File: src/hdl/rob_settings.svh
`ifndef ROB_SETTINGS_SVH
`define ROB_SETTINGS_SVH

// buffer geometry
// ROB_SIZE must be a power of two
`define ROB_SIZE 16
`define ROB_IDX_W 4

// lanes per cycle, dispatch and commit alike
`define DISP_W 2
`define WB_PORTS 2

// architectural and physical register widths
`define VREG_W 5
`define PREG_W 6

// an all-ones exception code means no exception
`define EXC_W 4
`define EXC_NONE {`EXC_W{1'b1}}

`endif

File: src/hdl/rob_entry_pkg.sv
`include "rob_settings.svh"

package rob_entry_pkg;

    // position in the buffer
    // wrap flips each time the index passes the last entry
    typedef struct packed {
        logic wrap;
        logic [`ROB_IDX_W-1:0] idx;
    } rob_idx_t;

    // payload kept per entry until it retires
    typedef struct packed {
        // destination register write enable
        logic we;
        logic [`VREG_W-1:0] vrd;
        logic [`PREG_W-1:0] prd;
        // mapping released at commit
        logic [`PREG_W-1:0] old_prd;
        logic store;
    } rob_entry_t;

endpackage

File: src/hdl/rob_bus_pkg.sv
`include "rob_settings.svh"

package rob_bus_pkg;

    // one dispatch lane
    typedef struct packed {
        logic valid;
        rob_entry_pkg::rob_entry_t entry;
    } dispatch_t;

    // execution result status for one entry
    typedef struct packed {
        logic valid;
        rob_entry_pkg::rob_idx_t rob_idx;
        logic [`EXC_W-1:0] code;
    } writeback_t;

    // one retiring entry
    typedef struct packed {
        logic valid;
        rob_entry_pkg::rob_idx_t rob_idx;
        rob_entry_pkg::rob_entry_t entry;
    } commit_t;

    // the faulting entry, reported together with the flush
    typedef struct packed {
        logic valid;
        rob_entry_pkg::rob_idx_t rob_idx;
        logic [`EXC_W-1:0] code;
        rob_entry_pkg::rob_entry_t entry;
    } exc_report_t;

endpackage

File: src/hdl/rob_alloc.sv
`timescale 1ns/1ns
`include "rob_settings.svh"

module rob_alloc (
    input  logic clk,
    input  logic rst,
    input  rob_bus_pkg::dispatch_t [`DISP_W-1:0] dispatch,
    input  logic [$clog2(`DISP_W + 1)-1:0] retire_num,
    input  logic flush,
    output logic full,
    output rob_entry_pkg::rob_idx_t [`DISP_W-1:0] alloc_idx,
    output logic [`DISP_W-1:0] alloc_en,
    output rob_entry_pkg::rob_idx_t head
);

    localparam int CNT_W = $clog2(`DISP_W + 1);
    localparam int OCC_W = `ROB_IDX_W + 1;

    rob_entry_pkg::rob_idx_t tail;
    logic [OCC_W-1:0] count;
    logic [OCC_W-1:0] free_num;
    logic [CNT_W-1:0] valid_num;
    logic [CNT_W-1:0] acc_num;

    // lanes are filled from lane 0 upward, so a count is enough
    always_comb begin
        valid_num = '0;
        for (int i = 0; i < `DISP_W; i++) begin
            valid_num = valid_num + CNT_W'(dispatch[i].valid);
        end
    end

    assign free_num = OCC_W'(`ROB_SIZE) - count;
    assign full = free_num < OCC_W'(valid_num);

    // all valid lanes go in together or none does
    // a flush cancels whatever dispatch offers in that cycle
    always_comb begin
        for (int i = 0; i < `DISP_W; i++) begin
            alloc_en[i] = dispatch[i].valid & ~full & ~flush;
            alloc_idx[i] = rob_entry_pkg::rob_idx_t'(tail + OCC_W'(i));
        end
    end

    always_comb begin
        acc_num = '0;
        for (int i = 0; i < `DISP_W; i++) begin
            acc_num = acc_num + CNT_W'(alloc_en[i]);
        end
    end

    // index and wrap bit advance as one counter
    always_ff @(posedge clk or negedge rst) begin
        if (!rst) begin
            head <= '0;
            tail <= '0;
            count <= '0;
        end else if (flush) begin
            // everything between head and tail is dropped
            head <= tail;
            count <= '0;
        end else begin
            head <= head + OCC_W'(retire_num);
            tail <= tail + OCC_W'(acc_num);
            count <= count + OCC_W'(acc_num) - OCC_W'(retire_num);
        end
    end

endmodule

File: src/hdl/rob_status.sv
`timescale 1ns/1ns
`include "rob_settings.svh"

module rob_status (
    input  logic clk,
    input  logic rst,
    input  rob_bus_pkg::dispatch_t [`DISP_W-1:0] dispatch,
    input  logic [`DISP_W-1:0] alloc_en,
    input  rob_entry_pkg::rob_idx_t [`DISP_W-1:0] alloc_idx,
    input  rob_bus_pkg::writeback_t [`WB_PORTS-1:0] writeback,
    input  rob_entry_pkg::rob_idx_t head,
    input  logic flush,
    output rob_entry_pkg::rob_entry_t [`DISP_W-1:0] head_entry,
    output logic [`DISP_W-1:0] head_done,
    output logic [`DISP_W-1:0][`EXC_W-1:0] head_exc
);

    localparam int POS_W = `ROB_IDX_W + 1;

    rob_entry_pkg::rob_entry_t payload [`ROB_SIZE];
    logic [`EXC_W-1:0] exc_code [`ROB_SIZE];
    logic [`ROB_SIZE-1:0] done;
    // wrap bit of the position each entry was allocated at
    logic [`ROB_SIZE-1:0] lap;
    rob_entry_pkg::rob_idx_t [`DISP_W-1:0] rd_pos;

    always_ff @(posedge clk) begin
        for (int i = 0; i < `DISP_W; i++) begin
            if (alloc_en[i]) begin
                payload[alloc_idx[i].idx] <= dispatch[i].entry;
            end
        end
        for (int w = 0; w < `WB_PORTS; w++) begin
            if (writeback[w].valid) begin
                exc_code[writeback[w].rob_idx.idx] <= writeback[w].code;
            end
        end
    end

    always_ff @(posedge clk or negedge rst) begin
        if (!rst) begin
            done <= '0;
            lap <= '0;
        end else if (flush) begin
            done <= '0;
        end else begin
            for (int i = 0; i < `DISP_W; i++) begin
                if (alloc_en[i]) begin
                    done[alloc_idx[i].idx] <= 1'b0;
                    lap[alloc_idx[i].idx] <= alloc_idx[i].wrap;
                end
            end
            for (int w = 0; w < `WB_PORTS; w++) begin
                if (writeback[w].valid) begin
                    done[writeback[w].rob_idx.idx] <= 1'b1;
                end
            end
        end
    end

    // a retired entry keeps its done bit until it is allocated again,
    // so a done bit only counts when the entry belongs to the current lap
    always_comb begin
        for (int i = 0; i < `DISP_W; i++) begin
            rd_pos[i] = rob_entry_pkg::rob_idx_t'(head + POS_W'(i));
            head_entry[i] = payload[rd_pos[i].idx];
            head_exc[i] = exc_code[rd_pos[i].idx];
            head_done[i] = done[rd_pos[i].idx] & (lap[rd_pos[i].idx] == rd_pos[i].wrap);
        end
    end

endmodule

File: src/hdl/rob_retire.sv
`timescale 1ns/1ns
`include "rob_settings.svh"

module rob_retire (
    input  logic clk,
    input  logic rst,
    input  rob_entry_pkg::rob_idx_t head,
    input  rob_entry_pkg::rob_entry_t [`DISP_W-1:0] head_entry,
    input  logic [`DISP_W-1:0] head_done,
    input  logic [`DISP_W-1:0][`EXC_W-1:0] head_exc,
    output rob_bus_pkg::commit_t [`DISP_W-1:0] commit,
    output rob_bus_pkg::exc_report_t exc,
    output logic [$clog2(`DISP_W + 1)-1:0] retire_num,
    output logic flush
);

    localparam int CNT_W = $clog2(`DISP_W + 1);
    localparam int POS_W = `ROB_IDX_W + 1;
    localparam int LANE_W = $clog2(`DISP_W);

    rob_entry_pkg::rob_idx_t [`DISP_W-1:0] lane_pos;
    logic [`DISP_W-1:0] exc_hit;
    logic [`DISP_W-1:0] run;
    logic [`DISP_W-1:0] commit_en;
    logic [`DISP_W-1:0] exc_en;
    logic [LANE_W-1:0] exc_lane;
    logic exc_any;

    logic [`DISP_W-1:0] commit_vld;
    rob_entry_pkg::rob_idx_t [`DISP_W-1:0] cm_pos;
    rob_entry_pkg::rob_entry_t [`DISP_W-1:0] cm_entry;
    rob_entry_pkg::rob_idx_t exc_pos;
    logic [`EXC_W-1:0] exc_code;
    rob_entry_pkg::rob_entry_t exc_entry;

    always_comb begin
        for (int i = 0; i < `DISP_W; i++) begin
            lane_pos[i] = rob_entry_pkg::rob_idx_t'(head + POS_W'(i));
            exc_hit[i] = head_exc[i] != `EXC_NONE;
        end
    end

    // in-order run of done entries from head, stopped by the first fault
    // nothing leaves while the previous fault is still flushing
    always_comb begin
        run[0] = head_done[0] & ~flush;
        for (int i = 1; i < `DISP_W; i++) begin
            run[i] = run[i-1] & ~exc_hit[i-1] & head_done[i];
        end
        commit_en = run & ~exc_hit;
        exc_en = run & exc_hit;
    end

    always_comb begin
        retire_num = '0;
        exc_lane = '0;
        for (int i = 0; i < `DISP_W; i++) begin
            retire_num = retire_num + CNT_W'(commit_en[i]);
            if (exc_en[i]) begin
                exc_lane = LANE_W'(i);
            end
        end
    end

    assign exc_any = |exc_en;

    always_ff @(posedge clk or negedge rst) begin
        if (!rst) begin
            commit_vld <= '0;
            flush <= 1'b0;
        end else begin
            commit_vld <= commit_en;
            flush <= exc_any;
        end
    end

    always_ff @(posedge clk) begin
        cm_pos <= lane_pos;
        cm_entry <= head_entry;
        exc_pos <= lane_pos[exc_lane];
        exc_code <= head_exc[exc_lane];
        exc_entry <= head_entry[exc_lane];
    end

    for (genvar i = 0; i < `DISP_W; i++) begin : g_commit
        assign commit[i] = '{valid: commit_vld[i], rob_idx: cm_pos[i], entry: cm_entry[i]};
    end

    // the report is valid exactly in the flush cycle
    assign exc = '{valid: flush, rob_idx: exc_pos, code: exc_code, entry: exc_entry};

endmodule

File: src/hdl/rob_top.sv
`timescale 1ns/1ns
`include "rob_settings.svh"

module rob_top (
    input  logic clk,
    input  logic rst,
    input  rob_bus_pkg::dispatch_t [`DISP_W-1:0] dispatch,
    input  rob_bus_pkg::writeback_t [`WB_PORTS-1:0] writeback,
    output logic full,
    output rob_entry_pkg::rob_idx_t [`DISP_W-1:0] alloc_idx,
    output rob_bus_pkg::commit_t [`DISP_W-1:0] commit,
    output rob_bus_pkg::exc_report_t exc
);

    logic [`DISP_W-1:0] alloc_en;
    rob_entry_pkg::rob_idx_t head;
    logic [$clog2(`DISP_W + 1)-1:0] retire_num;
    logic flush;
    rob_entry_pkg::rob_entry_t [`DISP_W-1:0] head_entry;
    logic [`DISP_W-1:0] head_done;
    logic [`DISP_W-1:0][`EXC_W-1:0] head_exc;

    rob_alloc u_alloc (
        .clk(clk), .rst(rst), .dispatch(dispatch), .retire_num(retire_num),
        .flush(flush), .full(full), .alloc_idx(alloc_idx), .alloc_en(alloc_en),
        .head(head)
    );

    rob_status u_status (
        .clk(clk), .rst(rst), .dispatch(dispatch), .alloc_en(alloc_en),
        .alloc_idx(alloc_idx), .writeback(writeback), .head(head), .flush(flush),
        .head_entry(head_entry), .head_done(head_done), .head_exc(head_exc)
    );

    rob_retire u_retire (
        .clk(clk), .rst(rst), .head(head), .head_entry(head_entry),
        .head_done(head_done), .head_exc(head_exc), .commit(commit), .exc(exc),
        .retire_num(retire_num), .flush(flush)
    );

endmodule

File: config.mk
export PLATFORM = sky130hd
export DESIGN_NAME = rob_top
export DESIGN_NICKNAME = d
export VERILOG_FILES = /design/src/hdl/rob_entry_pkg.sv /design/src/hdl/rob_bus_pkg.sv /design/src/hdl/rob_alloc.sv /design/src/hdl/rob_status.sv /design/src/hdl/rob_retire.sv /design/src/hdl/rob_top.sv
export VERILOG_INCLUDE_DIRS = /design/src /design/src/hdl
export SDC_FILE = /design/constraint.sdc
export NUM_CORES = 1
export LEC_CHECK = 0
export ABC_CLOCK_PERIOD_IN_PS = 4800
export BUFFER_PORTS_ARGS = -buffer_cell sky130_fd_sc_hd__buf_2
export CORE_UTILIZATION = 30
export CTS_CLUSTER_DIAMETER = 120
export DETAILED_ROUTE_END_ITERATION = 10
export GPL_ROUTABILITY_DRIVEN = 1
export PLACE_DENSITY = 0.54
export SLEW_MARGIN = 20
export SYNTH_ARGS = -nofsm -noshare
export SYNTH_HDL_FRONTEND = slang
export SYNTH_SLANG_ARGS = --single-unit
File: constraint.sdc
create_clock -name clk -period 4.8 [get_ports clk]
set_input_delay 0.24 -clock clk [delete_from_list [all_inputs] [get_ports clk]]
set_output_delay 0.24 -clock clk [all_outputs]
set_load 0.01 [all_outputs]
## Word-level counts from Yosys, hierarchy flattened

Memory sizes are Yosys's and may differ from the RTL's.
Index checks and enable logic that the tools add are counted.

- Register bits after elaboration: 126
- Output and inout bits: 90
- RAM bits: 368
- Memories kept: 2
- Input port bits: 62
- Word-level logic and storage cells: 131

Memory list:

| memory | words | bits a word | read ports | clocked after Yosys merged registers in | write ports | RTL line | RTL |
|---|---|---|---|---|---|---|---|
| u_status.payload | 16 | 19 | 2 | 0 | 2 | rob_status.sv:20 | `` rob_entry_pkg::rob_entry_t payload [`ROB_SIZE]; `` |
| u_status.exc_code | 16 | 4 | 2 | 0 | 2 | rob_status.sv:21 | `` logic [`EXC_W-1:0] exc_code [`ROB_SIZE]; `` |

- Eq/ne operators: 4
- Bitwise gates (word level): 21
- Add/subtract/negate cells: 10
- $lt $le $gt $ge: 12
- Reduce and logical (&&, ||, !) cells: 5
- Multiplexer cells: 46

Operators by type and width:

| kind | count |
|---|---|
| $mux 16 | 11 |
| $mux 19 | 2 |
| $and 16x16->16 | 2 |
| $bwmux 16 | 2 |
| $not 16->16 | 2 |
| $or 16x16->16 | 2 |
| $lt 4x5->1 const B | 6 |
| $mux 5 | 4 |
| $mux 1 | 17 |
| $bmux 1 s4 | 4 |
| $demux 1 s4 | 4 |
| $ge 4x1->1 const B | 4 |
| $add 5x2->5 | 3 |
| $add 5x1->5 const B | 2 |
| $and 1x1->1 | 9 |
| $mux 4 | 2 |
| $ne 4x4->1 const B | 2 |
| $add 1x1->2 | 3 |
| $lt 5x2->1 | 1 |
| $sub 5x2->5 | 1 |
| $sub 5x5->5 const A | 1 |
| $and 2x2->2 | 2 |
| $logic_and 1x1->1 | 4 |
| $not 1->1 | 3 |
| 4 further kinds | 5 |

## Depth between registers and ports, before layout

Gate-level depths: netlist of the first run.

- Depth after elaboration: 17
- Gate-level depth with buffers: 19
- Depth with buffers taken out: 16

## Modules after synthesis

Synthesis of the first run repeated with hierarchy kept, for this count alone.

- Cell total of the unflattened synthesis: 1,888
- Area, all modules: 27,259.9 µm²

Modules (own cells, without submodules):

| module | seq. area each (µm²) | cells an instance | instances | area an instance (µm²) |
|---|---|---|---|---|
| rob_status | 11,851.4 | 1,640 | 1 | 23,973.0 |
| rob_retire | 1,596.5 | 133 | 1 | 2,187.1 |
| rob_alloc | 375.4 | 115 | 1 | 1,099.8 |

## Worst setup path after synthesis of the first run

OpenSTA, ideal clock, no wires.

- Path type: reg2reg
- Start point: register u_alloc.head[1] (netlist name)
- End point: register u_alloc.count[4]
- Stages on the path, launching flop included: 17
- Library setup time: 0.078 ns
- Data arrival time: 4.821 ns
- Period minus slack after synthesis: 4.899 ns
- Path slack: -0.099 ns
- Data required time: 4.722 ns
- Path buffers: 1
- Path through: dfrtp_1 -> ha_1 -> buf_1 -> mux4_2 -> mux2i_1 -> xnor2_1 -> a32oi_1 -> or2_0 -> nor2_1 -> ha_1 -> fa_1 -> inv_1 -> fa_1 -> a21oi_1 -> nor2_1 -> or3_1 -> a21oi_1

RTL lines:

| element | RTL line | RTL |
|---|---|---|
| end signal, assigned | rob_alloc.sv:65 | `count <= count + OCC_W'(acc_num) - OCC_W'(retire_num);` |
| end, declared | rob_alloc.sv:20 | `logic [OCC_W-1:0] count;` |

==> key figures, run 1 <==
Run
  – Max-Cap Viols: 0

Timing
  – Pins over their slew limit: 0
  – Worst slew pin tran: about 1100 ps
  – Fin crit period: 4660 ps
  – Skew final: 42.3 ps
  – WHS: 136 ps
  – Final setup vio count: 0
  – Fin. Hold Viols: 0
  – Setup TNS: 0 ps
  – Final Cycle Share: 97.0%
  – Peak Freq: roughly 0.21 GHz
  – Slew margin rel.: approximately 28%

Clock tree
  – CTS Buf Count: 54
  – H-tree depth: 2
  – Reg clk slew, reported paths: 60 ps
  – Clock sink count: 494
  – Clock root cell: clkbuf_16
  – Worst skew pair latency: 630 ps
  – CTS tree: yes
  – CTS Buffer Depth: 3

Cells and area
  – Fin nets: 1877
  – Post-layout util: ~35%
  – Area grow syn2layout: 16.2%
  – Share of cells above drive strength 1: between 50 and 60%
  – Final Cell Area: between 30000 and 40000 um2

Worst setup path
  – Worst path cell trace: buf_12 > ha_4 > buf_4 > mux4_2 > mux2i_2 > xnor2_1 > a32oi_1 > or2_4 > nor2_4 > ha_1 > ha_1 > inv_1 > ha_1 > fa_1 > a21oi_2 > nor2_1 > or3_1 > a21oi_1
  – Critical Path Slowest Stage Cell: dfrtp_4
  – CP endpoint kind: flip-flop
  – Worst EP arrival: 5200 ps
  – Largest stage delay, worst path: 560 ps
  – Worst setup SP type: flip-flop
  – CP dominant cell by count: ha_1
  – Critical Path RT: 5350 ps
  – Critical Path Fanout Max: 15
  – Crit path kind: reg2reg

Synthesis
  – Yosys warns: 0
  – Syn_nets: 1729
  – Synth Flop Type: edfxtp_1
  – Synthesized cell area: 26600 um2
  – Avg Synthesized Cell Area: 16.2 um2
  – Post-synthesis cell count: 1641
  – Post-synth EDFFs: between 300 and 400
  – Ys async rst share: 10.1%
  – Distinct cell type count after synthesis: 55
  – Synthesized flop and latch total: 494
  – Post-synthesis sequential area ratio: 51.9%

Floorplan
  – Die area: approximately 90000 um2
  – Die Y-Extent: 300 um
  – Ports: roughly 150
  – Core Box Area: approximately 90000 um2
  – Initial core utilization: a little under a third
  – Std-Cell Rows: 108
  – Chip Width: 300 um

Placed design
  – Post-detail-place hpwl: between 50000 and 60000 um
  – Port-buffer cells: 149
  – Cell Area, Placed: 29000 um2
  – GP Congestion: 0.812

Detailed routing
  – Starting DRT DRC Count: approximately 1600
  – Vias: 16500
  – Routed WL: around 84000 um
  – Detail Route Antenna Nets: 0
  – Via density per instance: roughly 5.5
  – Drt drc: 0
  – TritonRoute pass-1 iters: 5
  – Average wire per standard cell: about 28 um

Pwr
  – P per Cell Area: between 600 and 700 nW/um2
  – Leak pwr: 10.7 nW
  – Maximum VDD drop: 314 uV
  – Total power draw: 20.3 mW

Outcome
  – Status: finished clean

Global routing
  – Global-route wire length before repair: about 120000 um
  – Initial antenna violation count: 9
  – Gr ovfl total: 0
  – Number of global-route vias before repair: approximately 17000
  – Largest net degree at the start of global routing: 58
  – GRT Overall Usage: 18.6%

Worst hold path
  – Hold crit path type: in2reg
==> Yosys cell counts, types with 5 or more instances <==
| master | instances | area [um2] |
|---|---|---|
| buf_1 | 47 | 176 |
| mux2i_1 | 32 | 320 |
| nand2_1 | 47 | 176 |
| dfxtp_1 | 76 | 1520 |
| a22oi_1 | 5 | 37.5 |
| buf_2 | 15 | 75.1 |
| dfrtp_1 | 50 | 1250 |
| xnor2_1 | 14 | 123 |
| nor3_1 | 7 | 35.0 |
| nor2_1 | 48 | 180 |
| o2bb2ai_1 | 10 | 87.6 |
| nand3_1 | 11 | 55.1 |
| inv_1 | 27 | 101 |
| edfxtp_1 | 368 | 11100 |
| ha_1 | 22 | 275 |
| nand2b_1 | 8 | 50.1 |
| or3_1 | 5 | 31.3 |
| clkbuf_1 | 86 | 323 |
| a21oi_1 | 18 | 90.1 |
| nand3b_1 | 7 | 52.6 |
| a221oi_1 | 8 | 70.1 |
| xor2_1 | 9 | 78.8 |
| o21ai_0 | 26 | 130 |
| a31oi_1 | 8 | 50.1 |
| mux2_4 | 18 | 270 |
| o21a_1 | 5 | 37.5 |
| mux4_2 | 232 | 5230 |
| mux2_2 | 371 | 4180 |
| o22ai_1 | 9 | 56.3 |
==> worst paths after layout <==
kind                                                  start                                to  slack [ps]  depth (start not counted)
worst min-delay path                            dispatch[7]  u_status.payload[0][7]$_DFFE_PP_         140                          2
worst max register to register    u_alloc.head[0]$_DFF_PN0_        u_alloc.count[4]$_DFF_PN0_         140                         18
max in group asynchronous                               rst         u_alloc.head[0]$_DFF_PN0_        3920                          3
worst max-delay path              u_alloc.head[0]$_DFF_PN0_        u_alloc.count[4]$_DFF_PN0_         140                         18
min in group asynchronous                               rst       u_alloc.tail[2]$_DFFE_PN0N_         330                          3
worst min register to register  u_status.lap[7]$_DFFE_PN0N_       u_status.lap[7]$_DFFE_PN0N_         540                          1
==> critical path, delay by kind of cell (launching register included) <==
family	cells	cell delay, ps
multiplexers	2	730
AND/OR/NAND/NOR	4	820
flip-flops	1	560
adder cells (fa/ha/maj)	5	1450
AO/OA/AOI/OAI	3	450
XOR/XNOR	1	150
buffers and inverters	3	400
==> where the power goes <==
group | internal, mW | switching [mW]
clock | 2.33 | 1.79
combinational | 4.78 | 5.01
sequential | 5.83 | 0.598
total | 12.9 | 7.40
==> sequential cells by signal, indices dropped and copies added, names as in the netlist <==
name / cells
u_alloc.count: 5
u_alloc.head: 5
u_alloc.tail: 5
u_retire.commit: 48
u_retire.commit_vld: 2
u_retire.exc: 24
u_retire.exc_code: 4
u_retire.flush: 1
u_status.done: 16
u_status.exc_code: 64
u_status.lap: 16
u_status.payload: 304
==> logic make-up (layout without fill, tap and decap cells) <==
logic type	after synthesis	in the layout	share of synthesized area [%]
buffers and inverters	182	376	2.75
and+or+nand+nor	156	156	2.81
DFF	494	494	51.9
adders and majority gates	26	26	1.33
muxes	656	656	37.8
other	0	1	0
AOI/OAI and AO/OA	104	104	2.67
xor gates and xnor gates	23	23	0.756
==> layout make-up <==
class	instances	area, um2
fillers	8225	56500
flip-flops and latches	494	13800
multi-input cells	965	12200
repair buffers	245	1600
clock buffers	82	1540
well taps	1155	1450
clock inverters	20	198
inverters	29	109
diodes	1	2.50
==> layer usage <==
layer | share of wire, % | global-route usage [%]
met4 | 2.6 | 5.27
met2 | 47 | 29.4
met3 | 7.0 | 3.81
met5 | 0.10 | 0
met1 | 43 | 25.6
==> cell usage in the layout (no fill, tap or decap), drive strengths merged, types with 5 or more instances in the layout <==
master / Yosys / final
mux2: 389 / 389
edfxtp: 368 / 368
buf: 67 / 241
mux4: 235 / 235
clkbuf: 86 / 85
dfxtp: 76 / 76
dfrtp: 50 / 50
nor2: 48 / 48
nand2: 47 / 47
mux2i: 32 / 32
inv: 28 / 29
o21ai: 26 / 26
ha: 22 / 22
a21oi: 18 / 18
clkinv: 1 / 15
xnor2: 14 / 14
nand3: 11 / 11
o2bb2ai: 10 / 10
xor2: 9 / 9
o22ai: 9 / 9
nand2b: 8 / 8
a221oi: 8 / 8
a31oi: 8 / 8
nor3: 8 / 8
nand3b: 7 / 7
a22oi: 5 / 5
o21a: 5 / 5
or3: 5 / 5
or2: 5 / 5
==> repair_timing <==
action,in CTS,in global routing
endpoints found under the setup margin,1,1
gates resized for setup,1,8
setup buffers,3,8
cloned,0,4
hold buffers,1,0
hold endpoints to repair,50,0
pin swaps,1,6
==> per-stage QoR <==
stage               std cells  setup WS (ps)
CTS                      2978           62.7
global route             2990          -1.40
detailed placement       2872           8.48
finish                   2991            145
floorplan                1641           37.2
global placement         2872          -3.10
No activity file was read; power rests on OpenSTA's default activity.
==> run 2: changes to the inputs <==
--- a/config.mk
+++ b/config.mk
@@ -13,7 +13,9 @@
 export DETAILED_ROUTE_END_ITERATION = 10
 export GPL_ROUTABILITY_DRIVEN = 1
 export PLACE_DENSITY = 0.54
+export SKIP_CTS_REPAIR_TIMING = 1
 export SLEW_MARGIN = 20
 export SYNTH_ARGS = -nofsm -noshare
 export SYNTH_HDL_FRONTEND = slang
+export SYNTH_HIERARCHICAL = 1
 export SYNTH_SLANG_ARGS = --single-unit
==> run 2 against run 1 <==
First-iteration DRC count is 5.6% higher. Worst hold slack worse by 22 ps. Combinational power is 6% higher. Routed wire length is 1.8% higher. Final cell count is 8.1% higher. Setup slack better by 160 ps. Synthesized cell count is 15% higher.
==> key figures, run 2 <==
Outcome
  – Status: finished clean

Synthesis
  – Post-synthesis mux area share: 34.3%
  – Post-synthesis cell count: 1888
  – Adder-Cell Fraction of Synth Area: under 10%
  – Synthesized flop and latch total: 494
  – Yosys top cell area share: between 40% and 50%
  – Post-synthesis sequential area ratio: 50.7%
  – Post-synth top area cell: edfxtp_1
  – Ys async rst share: 10.1%
  – Most numerous cell in the Yosys netlist: mux2_2
  – Main combinational cell family by area after synthesis: multiplexers
  – Synthesized cell area: between 20000 and 30000 um2
  – Syn_nets: 1972
  – Post-synth EDFFs: about 370
  – Distinct cell type count after synthesis: 57
  – Avg Synthesized Cell Area: 14.4 um2
  – Synth area leaders: edfxtp_1, mux2_2, mux4_2, dfxtp_1, dfrtp_1
  – Synth Area in Simple Gates: under 10%
  – Yosys warns: 6
  – Post-synth top cells: mux2_2, edfxtp_1, mux4_2
  – Synth Area in Compound Gates: 6.00%
  – Post-Synth XOR/XNOR Area: 0.927%
  – Synth Flop Type: edfxtp_1

Global routing
  – Global-route wire length before repair: between 100000 and 150000 um
  – Number of global-route vias before repair: 18000
  – Largest net degree at the start of global routing: 142
  – Gr ovfl total: 0
  – Initial antenna violation count: 9
  – GRT Overall Usage: a little under a fifth

Timing
  – Fin crit period: about 4500 ps
  – Slew margin rel.: 27.2%
  – Final Cycle Share: 93.7%
  – Final setup vio count: 0
  – Skew final: about 26 ps
  – Unrepaired setup endpoints after global routing: false
  – WHS: 113 ps
  – Worst setup margin: between 300 and 400 ps
  – Setup TNS: 0 ps
  – Peak Freq: 0.222 GHz
  – Worst slew pin tran: 1080 ps
  – Pins over their slew limit: 0
  – Fin. Hold Viols: 0

Detailed routing
  – Routed WL: 85900 um
  – Detail Route Antenna Nets: 0
  – Drt drc: 0
  – Vias: 17700
  – Average wire per standard cell: 26.6 um
  – TritonRoute pass-1 iters: 5
  – Via density per instance: 5.46
  – Starting DRT DRC Count: approximately 1700

Cells and area
  – Commonest non-fill, non-tap cell in the layout: mux2_2
  – Area grow syn2layout: 15.2%
  – Max reg flops: about 300
  – Share of cells above drive strength 1: 44.3%
  – Most frequent cells in the layout: mux2_2, edfxtp_1, buf_2
  – Layout Cells excl Fill: 3233
  – Fin nets: 2084

Placed design
  – Dpl ws: between 150 and 200 ps
  – Post-detail-place hpwl: 52900 um
  – GP Congestion: 0.859
  – Port-buffer cells: 149
  – Placed cells: 3114

Pwr
  – Sw Pwr: 8.38 mW
  – Logic gate share of total power: 48.3%
  – Part of the power in the clock network: between 20% and 30%
  – Switching Share: 39.0%
  – Total power draw: approximately 22 mW
  – Leak pwr: 11.1 nW
  – Maximum VDD drop: between 300 and 400 uV
  – Int Power: 13.1 mW
  – Sequential power share: roughly 31%
  – P per Cell Area: about 700 nW/um2

Clock tree
  – CTS Buf Count: 59
  – H-tree depth: 2
  – Clock root cell: clkbuf_16
  – Worst skew pair latency: 640 ps
  – CTS tree: yes
  – CTS Buffer Depth: 3
  – Reg clk slew, reported paths: 60 ps
  – Clock sink count: slightly below 500

Worst setup path
  – Delay-heaviest family, CP: simple AND/OR/NAND/NOR gates
  – CP endpoint kind: flip-flop
  – Critical Path RT: 5290 ps
  – Critical Path Fanout Max: 64
  – Worst EP arrival: between 4000 and 5000 ps
  – WP buf/inv: 3
  – Critical Path Slowest Stage Cell: dfrtp_4
  – CP dominant cell by count: ha_1
  – Crit path kind: reg2reg
  – Worst path cell trace: buf_16 > and2_1 > a221oi_1 > o21ai_0 > nand2_1 > nand4_1 > nor2_1 > and3_2 > ha_1 > ha_1 > inv_1 > ha_1 > inv_1 > fa_1 > nand2b_1 > a21oi_1 > or3_1 > a21oi_1
  – Largest stage delay, worst path: 510 ps
  – Worst setup SP type: flip-flop

Floorplan
  – Chip Width: 303 um
  – Std-Cell Rows: 110
  – Ports: 152
  – Initial core utilization: 30.3%
  – Die Y-Extent: between 300 and 400 um
  – Core Box Area: 90000 um2
  – Die area: slightly above 90000 um2

Run
  – Max-Cap Viols: 0

Worst hold path
  – Hold crit path type: in2reg
-- run 2: cell count changes after synthesis, sizes merged, moves of 23 or more --
cell,delta
mux2,+28
and2,+25
a21oi,+63
a211oi,+23
mux2i,+85
o21ai,+46
mux4,-85
-- run 2: per-layer routing --
metal  track usage (%)  wire (um)  part of all wire [%]
met1              24.2      35800                    42
met2              30.9      42000                    49
met3              3.27       5810                   6.8
met4              6.06       2180                   2.5
met5                 0         52                 0.061
-- run 2: area by class of cell --
class                   count  area [um2]
multi-input cells        1184       12600
diodes                      6        15.0
flip-flops and latches    494       13800
repair buffers            222        1360
inverters                  39         146
clock inverters            27         201
well taps                1176        1470
fillers                  8721       58600
clock buffers              85        1780
-- run 2: final timing paths --
check,to,cells past startpoint,start,slack (ps)
setup / recovery,u_alloc/count[4]$_DFF_PN0_,18,u_alloc/head[1]$_DFF_PN0_,300
hold / removal,u_status/payload[12][8]$_DFFE_PP_,2,dispatch[28],110
setup reg to reg,u_alloc/count[4]$_DFF_PN0_,18,u_alloc/head[1]$_DFF_PN0_,300
hold reg to reg,u_status/lap[10]$_DFFE_PN0N_,2,u_status/lap[10]$_DFFE_PN0N_,540
max in group asynchronous,u_alloc/head[1]$_DFF_PN0_,3,rst,4000
min in group asynchronous,u_alloc/tail[2]$_DFFE_PN0N_,3,rst,290
-- run 2: power groups by stage --
stage,clock network [mW],logic (mW),registers [mW]
floorplan,0,6.87,6.57
detailed placement,0,10.4,6.63
finish,4.55,10.4,6.56
CTS,4.66,10.4,6.56
global route,4.83,11.1,6.67
global placement,0,10.2,6.59
-- run 2: logic make-up (layout without fill, tap and decap cells) --
group                      Yosys count  in the layout
xor gates and xnor gates            28             28
muxes                              684            684
other                                0              6
and+or+nand+nor                    184            184
buffers and inverters              210            373
adders and majority gates           22             22
AOI/OAI and AO/OA                  266            266
DFF                                494            494
-- run 2: metrics by stage --
stage | util (%) | cell area, um2
after floorplan | - | 27300
after global placement | 32.6 | 29400
after detailed placement | 32.6 | 29400
after CTS | 34.8 | 31400
after global routing | 34.9 | 31400
final | 34.9 | 31400
==> run 3: changes to the inputs <==
--- a/config.mk
+++ b/config.mk
@@ -13,6 +13,7 @@
 export DETAILED_ROUTE_END_ITERATION = 10
 export GPL_ROUTABILITY_DRIVEN = 1
 export PLACE_DENSITY = 0.54
+export RECOVER_POWER = 50
 export SKIP_CTS_REPAIR_TIMING = 1
 export SLEW_MARGIN = 20
 export SYNTH_ARGS = -nofsm -noshare
==> run 3 against run 2 <==
The run now ends with max-capacitance violations, max-slew violations left. Worst hold slack gained 5.2 ps. First-iteration DRC count is essentially flat. Clock power is essentially flat. Global-route usage is the same. Non-clock buffer count is the same. Fmax shrank 1.9%. Cell area shrank 0.72%. Critical endpoint is now u_status/payload[6][5]$_DFFE_PP_.
==> key figures, run 3 (synthesized netlist as in run 2, its figures left out) <==
Outcome
  – Status: finished with violations
  – Failing checks: max-capacitance violations, max-slew violations

Cells and area
  – Max reg flops: 304
  – Fill cells: 8792
  – Commonest non-fill, non-tap cell in the layout: mux2_2
  – Fin nets: 2084
  – Register area: 13800 um2
  – Final Cell Area: 31200 um2
  – Most frequent cells in the layout: mux2_2, edfxtp_1, mux4_2
  – Area grow syn2layout: 14.4%
  – Area of the multi-input gates: 12600 um2
  – Layout Cells excl Fill: between 3000 and 4000
  – Share of cells above drive strength 1: 38.6%

Timing
  – Unrepaired setup endpoints after global routing: false
  – Fin crit period: approximately 4600 ps
  – Setup TNS: 0 ps
  – Worst slew pin tran: slightly below 3000 ps
  – Slew margin rel.: -93.6%
  – Peak Freq: ~0.22 GHz
  – Fin. Hold Viols: 0
  – Final setup vio count: 0
  – Pins over their slew limit: 130
  – Skew final: between 20 and 30 ps
  – Final Cycle Share: 95.5%

Clock tree
  – CTS Buffer Depth: 3
  – Worst skew pair latency: 640 ps
  – Reg clk slew, reported paths: 60 ps
  – CTS Buf Count: 59
  – H-tree depth: 2
  – Clock sink count: 494
  – Clock root cell: clkbuf_16
  – CTS tree: yes

Placed design
  – Port-buffer cells: roughly 150
  – Placed cells: 3114
  – Cell Area, Placed: 29400 um2
  – GP Congestion: around 0.86
  – Post-detail-place hpwl: roughly 53000 um

Detailed routing
  – Routed WL: approximately 86000 um
  – Detail Route Antenna Nets: 0
  – Via density per instance: 5.46
  – Drt drc: 0
  – TritonRoute pass-1 iters: 5
  – Vias: 17600
  – Average wire per standard cell: 26.5 um
  – Starting DRT DRC Count: 1669

Worst setup path
  – WP buf/inv: 4
  – Stages on the worst setup path: 12
  – Crit path from: u_alloc/count[0]$_DFF_PN0_
  – Reg-to-reg setup timing slack: approximately 220 ps
  – Worst r2r src: u_alloc/count[0]$_DFF_PN0_
  – Largest stage delay, worst path: between 900 and 1000 ps
  – Worst setup SP type: flip-flop
  – Delay-heaviest family, CP: buffers and inverters
  – Reg-to-reg critical path endpoint: u_status/payload[6][5]$_DFFE_PP_
  – CP endpoint kind: flip-flop
  – Crit path kind: reg2reg
  – Worst EP arrival: slightly below 5000 ps
  – Depth of the worst register-to-register path: 12
  – Setup crit end: u_status/payload[6][5]$_DFFE_PP_
  – Critical Path Fanout Max: 19
  – Worst path cell trace: inv_1 > ha_1 > ha_1 > a221o_1 > nor3_1 > nor3b_1 > nand3b_1 > nor2_1 > clkbuf_1 > a21oi_1 > inv_1 > buf_4
  – Critical Path Slowest Stage Cell: clkbuf_1
  – Critical Path RT: 5080 ps

Global routing
  – Gr ovfl total: 0
  – Number of global-route vias before repair: 18000
  – Initial antenna violation count: 9
  – Largest net degree at the start of global routing: approximately 140
  – GRT Overall Usage: 18.5%
  – Global-route wire length before repair: 125000 um

Floorplan
  – Die Y-Extent: 303 um
  – Initial core utilization: 30.3%
  – Core Box Area: between 90000 and 100000 um2
  – Ports: 152
  – Std-Cell Rows: 110
  – Chip Width: 303 um
  – Die area: about 90000 um2

Pwr
  – P per Cell Area: 686 nW/um2
  – Maximum VDD drop: 359 uV
  – Leak pwr: 10.8 nW

Worst hold path
  – Hold crit path type: in2reg
  – Hold path cells: 2

Run
  – Max-Cap Viols: 4
run 3: cell types whose count changed in the layout (fill, tap and decap cells not counted), moves of 6 or more:
cell,delta
buf_4,-26
clkbuf_1,+109
and2_1,-6
and2_0,+6
nor2_2,-7
nor2_1,+7
buf_2,-91
clkbuf_2,+8
run 3: final cells by class:
type                            instances  share of cell area, %
Antenna cell                            5                 0.0401
Clock buffer                           85                   5.71
Clock inverter                         27                  0.646
Inverter                               39                  0.469
Multi-Input combinational cell       1184                   40.3
Sequential cell                       494                   44.4
Tap cell                             1176                   4.72
Timing Repair Buffer                  222                   3.72
run 3: worst min path at each step:
stage	startpoint	slack [ps]	endpoint
detailed placement	rst	430	u_alloc/count[2]$_DFF_PN0_
floorplan	rst	-60	u_alloc/count[0]$_DFF_PN0_
global placement	rst	440	u_alloc/count[0]$_DFF_PN0_
global route	dispatch[29]	130	u_status/payload[3][9]$_DFFE_PP_
finish	dispatch[28]	120	u_status/payload[12][8]$_DFFE_PP_
CTS	rst	-250	u_status/done[5]$_DFF_PN0_
run 3: metal layers:
| metal | wire, um | global-route usage (%) | vias up |
|---|---|---|---|
| met2 | 41600 | 30.9 | 605 |
| li1 | - | - | 7666 |
| met4 | 2500 | 6.06 | 10 |
| met3 | 5610 | 3.27 | 146 |
| met1 | 36000 | 24.2 | 9208 |
| met5 | 52 | 0 | - |
run 3: stage by stage:
step | total power, mW | util [%] | setup WS, ps | hold slack [ps]
floorplan | 13.4 | - | 428 | -55.6
global placement | 16.8 | 32.6 | 250 | 438
detailed placement | 17.0 | 32.6 | 169 | 432
CTS | 21.6 | 34.8 | 153 | -249
global route | 22.5 | 34.6 | 23.4 | 130
finish | 21.4 | 34.6 | 217 | 119
run 3: power breakdown:
group	internal, mW	total (mW)	switching [mW]	leakage, nW
sequential	5.94	6.57	0.628	4.61
combinational	4.38	10.3	5.89	5.21
clock	2.68	4.55	1.87	0.988
